==> src/verilog/mbu_pkg.sv <==
////////////////////////////////////////
// Memory bank unit register-file constants
// and microcode read/write address codes
////////////////////////////////////////

`default_nettype none

package mbu_pkg;

   ////////////////////////////////////////
   // Bank register file geometry
   ////////////////////////////////////////

   // Eight bank registers, fixed by the I/O map
   localparam int num_banks  = 8;
   localparam int bank_w     = 8;
   localparam int bank_idx_w = 3;

   // I/O space is byte addressed, low 8 bits only
   localparam int io_addr_w = 8;
   // Window 0x08..0x0F, aligned to num_banks
   localparam logic [io_addr_w-1:0] io_base = 8'h08;

   // Microcode address field width
   localparam int ucode_addr_w = 5;

   ////////////////////////////////////////
   // Microcode address codes
   ////////////////////////////////////////

   // Read side
   localparam logic [ucode_addr_w-1:0] raddr_mbp   = 5'b01100;
   localparam logic [ucode_addr_w-1:0] raddr_flags = 5'b01101;

   // Write side, symmetric to the read codes
   localparam logic [ucode_addr_w-1:0] waddr_mbp    = 5'b01100;
   localparam logic [ucode_addr_w-1:0] waddr_flags  = 5'b01101;
   localparam logic [ucode_addr_w-1:0] waddr_ar_mbx = 5'b01110;

   // Extended address before the first OUT, switch in ROM position
   localparam logic [bank_w-1:0] default_rom = 8'h80;

endpackage : mbu_pkg

`default_nettype wire

==> src/verilog/mbu_bus_pkg.sv <==
////////////////////////////////////////
// Memory bank unit bus types: APB request
// and response, microcode strobes, and the
// bank file access records
////////////////////////////////////////

`default_nettype none

package mbu_bus_pkg;

   import mbu_pkg::*;

   // APB master to slave, one byte wide
   typedef struct packed {
      logic                 psel;
      logic                 penable;
      logic                 pwrite;
      logic [io_addr_w-1:0] paddr;
      logic [bank_w-1:0]    pwdata;
   } apb_req_t;

   // APB slave to master
   typedef struct packed {
      logic [bank_w-1:0] prdata;
      logic              pready;
      logic              pslverr;
   } apb_rsp_t;

   // Decoded micro-address strobes, ungated by wstb
   typedef struct packed {
      logic read_mbp;
      logic read_flags;
      logic write_mbp;
      logic write_flags;
      logic write_ar_mbx;
   } ucode_strobe_t;

   // Register write from I/O space, single cycle
   typedef struct packed {
      logic                  valid;
      logic [bank_idx_w-1:0] idx;
      logic [bank_w-1:0]     data;
   } bank_wr_t;

   // Readback select from I/O space
   typedef struct packed {
      logic [bank_idx_w-1:0] idx;
   } bank_rd_t;

endpackage : mbu_bus_pkg

`default_nettype wire

==> src/verilog/mbu_bank_file.sv <==
////////////////////////////////////////
// MBU bank register file. Eight bank
// registers, bank pointer, power-on
// default and extended address select
////////////////////////////////////////

`default_nettype none
`timescale 1ns/1ps

module mbu_bank_file (
   input  logic                        clk,
   input  logic                        reset,
   input  logic                        wstb,
   input  mbu_bus_pkg::ucode_strobe_t  strobe,
   input  mbu_bus_pkg::bank_wr_t       bank_wr,
   input  mbu_bus_pkg::bank_rd_t       bank_rd,
   output logic [mbu_pkg::bank_w-1:0]  bank_rdata,
   input  logic [11:0]                 ir,
   input  logic [mbu_pkg::bank_w-1:0]  ibus_in,
   output logic [mbu_pkg::bank_w-1:0]  ibus_out,
   output logic                        ibus_oe,
   input  logic                        fprom,
   output logic [mbu_pkg::bank_w-1:0]  aext
);

   import mbu_pkg::*;
   import mbu_bus_pkg::*;

   logic [bank_w-1:0]     mb [num_banks];
   logic [bank_idx_w-1:0] mbp;
   logic                  dis;
   logic [bank_idx_w-1:0] act_idx;
   logic                  uwr_mbp;
   logic                  uwr_mbx;

   ////////////////////////////////////////
   // Active register select
   ////////////////////////////////////////

   // IR bit 11 means the instruction names the bank itself
   // Otherwise the bank pointer picks it
   assign act_idx = ir[11] ? ir[bank_idx_w-1:0] : mbp;

   // Micro-writes land only on a wstb edge
   assign uwr_mbp = wstb & strobe.write_mbp;
   assign uwr_mbx = wstb & strobe.write_ar_mbx;

   ////////////////////////////////////////
   // Control state
   ////////////////////////////////////////

   always_ff @(posedge clk) begin
      if (reset) begin
         mbp <= '0;
         dis <= 1'b1;
      end else begin
         if (uwr_mbp) begin
            mbp <= ibus_in[bank_idx_w-1:0];
         end
         // Only an OUT to the window wakes the registers up
         if (bank_wr.valid) begin
            dis <= 1'b0;
         end
      end
   end

   ////////////////////////////////////////
   // Bank registers
   ////////////////////////////////////////

   // Contents are undefined until written
   always_ff @(posedge clk) begin
      if (uwr_mbx) begin
         mb[act_idx] <= ibus_in;
      end
      // Later assignment wins, so APB beats the microcode on a clash
      if (bank_wr.valid) begin
         mb[bank_wr.idx] <= bank_wr.data;
      end
   end

   // I/O readback
   assign bank_rdata = mb[bank_rd.idx];

   ////////////////////////////////////////
   // Internal bus read of the pointer
   ////////////////////////////////////////

   assign ibus_oe  = strobe.read_mbp;
   assign ibus_out = strobe.read_mbp ? {{(bank_w-bank_idx_w){1'b0}}, mbp} : '0;

   ////////////////////////////////////////
   // Extended address
   ////////////////////////////////////////

   // While disabled, front-panel switch picks ROM or RAM base
   always_comb begin
      if (dis) begin
         aext = fprom ? default_rom : '0;
      end else begin
         aext = mb[act_idx];
      end
   end

endmodule : mbu_bank_file

`default_nettype wire

==> src/verilog/mbu_io_port.sv <==
////////////////////////////////////////
// MBU I/O port. APB slave for the bank
// registers at I/O addresses 0x08..0x0F
////////////////////////////////////////

`default_nettype none
`timescale 1ns/1ps

module mbu_io_port (
   input  logic                         clk,
   input  logic                         reset,
   input  mbu_bus_pkg::apb_req_t        apb_req,
   output mbu_bus_pkg::apb_rsp_t        apb_rsp,
   output mbu_bus_pkg::bank_wr_t        bank_wr,
   output mbu_bus_pkg::bank_rd_t        bank_rd,
   input  logic [mbu_pkg::bank_w-1:0]   bank_rdata
);

   import mbu_pkg::*;
   import mbu_bus_pkg::*;

   logic setup;
   logic access;
   logic hit;
   logic err_q;

   ////////////////////////////////////////
   // Phase and address decode
   ////////////////////////////////////////

   assign setup  = apb_req.psel & ~apb_req.penable;
   assign access = apb_req.psel & apb_req.penable;

   // Upper address bits select the window
   // Low bits index the register
   assign hit = (apb_req.paddr[io_addr_w-1:bank_idx_w] ==
                 io_base[io_addr_w-1:bank_idx_w]);

   // Error flag captured in setup, presented in access
   always_ff @(posedge clk) begin
      if (reset) begin
         err_q <= 1'b0;
      end else if (setup) begin
         err_q <= ~hit;
      end
   end

   ////////////////////////////////////////
   // Bank file requests
   ////////////////////////////////////////

   // One-cycle write, stored on the access-phase edge
   assign bank_wr.valid = access & apb_req.pwrite & hit;
   assign bank_wr.idx   = apb_req.paddr[bank_idx_w-1:0];
   assign bank_wr.data  = apb_req.pwdata;

   // Readback index, data returns combinationally
   assign bank_rd.idx = apb_req.paddr[bank_idx_w-1:0];

   ////////////////////////////////////////
   // APB response
   ////////////////////////////////////////

   // No wait states
   assign apb_rsp.pready  = 1'b1;
   assign apb_rsp.pslverr = access & err_q;
   // Misses read as zero
   assign apb_rsp.prdata  = (access & ~apb_req.pwrite & hit) ? bank_rdata : '0;

endmodule : mbu_io_port

`default_nettype wire

==> src/verilog/mbu_top.sv <==
////////////////////////////////////////
// Memory bank unit top level. Microcode
// decoder, I/O port and bank file
////////////////////////////////////////

`default_nettype none
`timescale 1ns/1ps

module mbu_top (
   input  logic                             clk,
   input  logic                             reset,
   input  mbu_bus_pkg::apb_req_t            apb_req,
   output mbu_bus_pkg::apb_rsp_t            apb_rsp,
   input  logic [mbu_pkg::ucode_addr_w-1:0] raddr,
   input  logic [mbu_pkg::ucode_addr_w-1:0] waddr,
   input  logic                             wstb,
   input  logic [11:0]                      ir,
   input  logic [mbu_pkg::bank_w-1:0]       ibus_in,
   output logic [mbu_pkg::bank_w-1:0]       ibus_out,
   output logic                             ibus_oe,
   input  logic                             fprom,
   output logic [mbu_pkg::bank_w-1:0]       aext,
   output logic                             read_flags,
   output logic                             write_flags
);

   import mbu_pkg::*;
   import mbu_bus_pkg::*;

   ucode_strobe_t     strobe;
   bank_wr_t          bank_wr;
   bank_rd_t          bank_rd;
   logic [bank_w-1:0] bank_rdata;

   // Microcode side
   mbu_ucode_decode ucode_decode_i (
      .raddr       (raddr),
      .waddr       (waddr),
      .wstb        (wstb),
      .strobe      (strobe),
      .write_flags (write_flags)
   );

   // Flag unit read strobe goes straight out
   assign read_flags = strobe.read_flags;

   // I/O side
   mbu_io_port io_port_i (
      .clk        (clk),
      .reset      (reset),
      .apb_req    (apb_req),
      .apb_rsp    (apb_rsp),
      .bank_wr    (bank_wr),
      .bank_rd    (bank_rd),
      .bank_rdata (bank_rdata)
   );

   mbu_bank_file bank_file_i (
      .clk        (clk),
      .reset      (reset),
      .wstb       (wstb),
      .strobe     (strobe),
      .bank_wr    (bank_wr),
      .bank_rd    (bank_rd),
      .bank_rdata (bank_rdata),
      .ir         (ir),
      .ibus_in    (ibus_in),
      .ibus_out   (ibus_out),
      .ibus_oe    (ibus_oe),
      .fprom      (fprom),
      .aext       (aext)
   );

endmodule : mbu_top

`default_nettype wire

==> src/verilog/mbu_ucode_decode.sv <==
////////////////////////////////////////
// Microcode address decoder for the MBU.
// Turns RADDR/WADDR into unit strobes.
////////////////////////////////////////

`default_nettype none
`timescale 1ns/1ps

module mbu_ucode_decode (
   input  logic [mbu_pkg::ucode_addr_w-1:0] raddr,
   input  logic [mbu_pkg::ucode_addr_w-1:0] waddr,
   input  logic                             wstb,
   output mbu_bus_pkg::ucode_strobe_t       strobe,
   output logic                             write_flags
);

   import mbu_pkg::*;
   import mbu_bus_pkg::*;

   ////////////////////////////////////////
   // Read address decode
   ////////////////////////////////////////

   // Bank pointer onto the internal bus
   assign strobe.read_mbp   = (raddr == raddr_mbp);
   // Flag unit read, passed straight out
   assign strobe.read_flags = (raddr == raddr_flags);

   ////////////////////////////////////////
   // Write address decode
   ////////////////////////////////////////

   // These stay ungated
   // The bank file samples them with wstb on the clock edge
   assign strobe.write_mbp    = (waddr == waddr_mbp);
   assign strobe.write_flags  = (waddr == waddr_flags);
   assign strobe.write_ar_mbx = (waddr == waddr_ar_mbx);

   // External flag unit write
   // Qualified here because it leaves the unit as a strobe
   assign write_flags = strobe.write_flags & wstb;

endmodule : mbu_ucode_decode

`default_nettype wire
==> config.mk <==
export PLATFORM = sky130hd
export DESIGN_NAME = mbu_top
export DESIGN_NICKNAME = d
export VERILOG_FILES = /design/src/verilog/mbu_pkg.sv /design/src/verilog/mbu_bus_pkg.sv /design/src/verilog/mbu_bank_file.sv /design/src/verilog/mbu_io_port.sv /design/src/verilog/mbu_top.sv /design/src/verilog/mbu_ucode_decode.sv
export SDC_FILE = /design/constraint.sdc
export NUM_CORES = 1
export LEC_CHECK = 0
export ABC_AREA = 1
export BUFFER_PORTS_ARGS = -buffer_cell sky130_fd_sc_hd__buf_2
export CAP_MARGIN = 20
export CORE_MARGIN = 4
export CORE_UTILIZATION = 57
export DETAILED_ROUTE_END_ITERATION = 10
export PLACE_DENSITY = 0.83
export SLEW_MARGIN = 20
export SYNTH_ARGS = -nofsm -noshare
export SYNTH_HDL_FRONTEND = slang
export SYNTH_SLANG_ARGS = --single-unit
==> constraint.sdc <==
create_clock -name clk -period 3 [get_ports clk]
set_clock_uncertainty 0.1 [all_clocks]
set_input_delay 0.9 -clock clk [delete_from_list [all_inputs] [get_ports clk]]
set_output_delay 0.9 -clock clk [all_outputs]
set_load 0.005 [all_outputs]
==> impl_results.md <==
* Status: finished with violations
* Failing checks: setup timing
* Antenna violations before repair at 0
* CTS sink cnt at 69
* Place WS at -0.2704 ns
* I/O pin count at 82
* RSZ-0062 raised after global routing: yes
* Final setup fails at 8
* Vias per inst at around 5.6
* First-pass GRT wire length at 21260 um
* DR vias at slightly below 5000
* Period utilisation layout at 1.038
* Largest net degree at the start of global routing at 25
* Synth Register Bits at between 60 and 70
* TritonRoute pass-1 iters at 6
* Post-synth ARST share at 0
* Setup CP Type: input port to output pin
* PD cells at roughly 350 nW/um^2
* Worst-case vdd ir drop at approximately 0.32 mV
* Synth unique cells at 32
* CTS root buf: clkbuf_8
* Routed WL at 14480 um
* Die span in y at 97.68 um
* CP Capture Type: output pin
* Main flop type after synthesis: edfxtp_1
* Pin slew with the least headroom to its limit at ~0.6 ns
* Cell count after synthesis at about 640
* GRT overflow at 0
* Final Max Tran Viols at 0
* Pleak at about 0.0028 uW
* Clk slew on worst S/H paths at about 0.07 ns
* Nets at 811
* Startpoint types: input port
* Max incr delay on CP at 0.19 ns
* CTS Buf Count at 9
* Clock Latency Late Sink at ~0.34 ns
* Remaining antenna violation count at 0
* PortBufs at between 60 and 70
* Critical Path, Cell by Cell: buf_12, clkinv_8, nand2_8, nand2_8, buf_2, o21ai_0, nand2_1, nand2_1, nand2_1, nand2_1, nor2_2, buf_2
* WL/cell at approximately 17 um
* Worst Path Required at ~2 ns
* Final routed DRC violation total at 0
* H-Tree Depth at 3
* DPL Wire Length at 10140 um
* Tmin final at 3.114 ns
* Hold-fix buffers at CTS at 0
* Maxcap violations at 0
* Crit-path most repeated cell: nand2_1
* Mapped cell area at approximately 4600 sq um
* CTS tree: yes
* Post-route cell area at approximately 5900 sq um
* Slowest-stage cell, CP: o21ai_0
* Seq/Total Area, Yosys at 0.4410
* Area grow syn2layout at 29.67%
* EDFF count, synth at between 60 and 70
* Placed Area at 5323 sq um
* Starting Density at 0.5902
* Maximum clock insertion buffer count at 2
* Drt first-iter violations at ~700
* Core area at 7767 sq um
* Peak Freq at 321.2 MHz
* Die W at 97.68 um
* Synth warn at 0
* Share of layout cells above drive strength 1 at 0.2752
* # rows at 32
* Syn avg cell area at about 7.2 sq um
* Tot GR Track Use at 0.2809
* Type of the worst min-delay path: flip-flop to flip-flop
* Antenna diodes at 0
* Relative slew slack at 0.6008
* Setup ws final at -0.1136 ns
* R2r setup slk at around 1.1 ns
* Die area at between 9000 and 10000 sq um
* Vias in the first global route at ~4500
* Crit path DAT at about 2.1 ns
* Worst-path maximum fanout at 8
* Final Wtd Congestion at 0.9208
* Final Hold Vio Count at 0
worst max-delay path, delay by kind of cell:
family	cells	cell delay [ns]
AND/OR/NAND/NOR	7	0.50
buffers and inverters	4	0.50
AO/OA/AOI/OAI	1	0.19
worst paths after layout:
check,startpoint,endpoint,cells after the start
worst max-delay path,ir[11],aext[3],12
worst min-delay path,bank_file_i.mbp[2],bank_file_i.mbp[2],2
worst max register to register,bank_file_i.mbp[0],bank_file_i.mb[0][5],9
worst min register to register,bank_file_i.mbp[2],bank_file_i.mbp[2],2
logic make-up after synthesis:
group | share of synthesized area
AND/OR/NAND/NOR | 0.2978
AO/OA/AOI/OAI | 0.1507
buffers and inverters | 0.1089
flip-flops | 0.4410
other | 0.001638
stage by stage:
step	std cells	TNS (ns)	hold slack, ns	power [uW]	util
after floorplan	641	0	0.3631	1228	-
after global placement	835	-1.926	0.3928	1355	0.6852
after detailed placement	835	-2.346	0.3929	1366	0.6852
after CTS	855	-0.02155	0.4037	2013	0.7234
after global routing	865	-1.071	0.4621	2152	0.7653
final	865	-0.4479	0.4105	2077	0.7653
registers in the layout, summed over array words and instances (netlist names):
register,cells
bank_file_i.dis,1
bank_file_i.mb,64
bank_file_i.mbp,3
io_port_i.err_q,1
per-layer routing:
layer	global-route usage	up-vias	share of wire
li1	-	2301	-
met1	0.3267	2150	0.36
met2	0.4829	332	0.49
met3	0.06246	83	0.10
met4	0.1459	0	0.050
met5	0	-	0
repair_timing:
action / 4_1_cts / 5_1_grt
pin swaps: 3 / 25
gates cloned: 1 / 5
setup buffers: 3 / 5
gates resized for setup: 31 / 73
setup endpoints to repair: 15 / 16
hold endpoints to repair: 0 / 0
cells in the final DEF (no fill, tap or decap), types with 7 or more instances in the layout:
master and count:
o21ai_2 8, edfxtp_1 64, nand2_1 213, buf_2 64, clkbuf_8 10, inv_1 81
nand2_4 8, o21ai_0 82, o22ai_1 10, nand3_1 9, buf_4 49, a21oi_1 13
nor2_1 37, nor2_2 7, buf_6 9, o21ai_1 14, nand2_2 14
report_power, final:
| group | internal, uW | switching (uW) | leakage [uW] |
|---|---|---|---|
| Sequential | 1050 | 1.82 | 0.000616 |
| Clock | 321 | 327 | 0.0000844 |
| Combinational | 155 | 220 | 0.00213 |
| Total | 1530 | 548 | 0.00283 |
synthesized netlist by cell type, types with 4 or more instances:
cell        n  share of area
a21oi_1    14          0.015
buf_2       8         0.0087
buf_4       6         0.0098
clkbuf_1    6         0.0049
dfxtp_1     5          0.022
edfxtp_1   64           0.42
inv_1      84          0.069
nand2_1   233           0.19
nand3_1    15          0.016
nand4_1     5         0.0068
nor2_1     46          0.038
nor3_1      6         0.0066
o211ai_1    4         0.0066
o21ai_0   101           0.11
o22ai_1    10          0.014
layout make-up:
class | instances | area, sq um
clock buffers | 14 | 152.6
clock inverters | 2 | 10.01
fillers | 543 | 1823
inverters | 87 | 344.1
multi-input cells | 460 | 2303
flip-flops and latches | 69 | 2022
well taps | 102 | 127.6
repair buffers | 131 | 984.7
No activity file was read; power rests on OpenSTA's default activity.
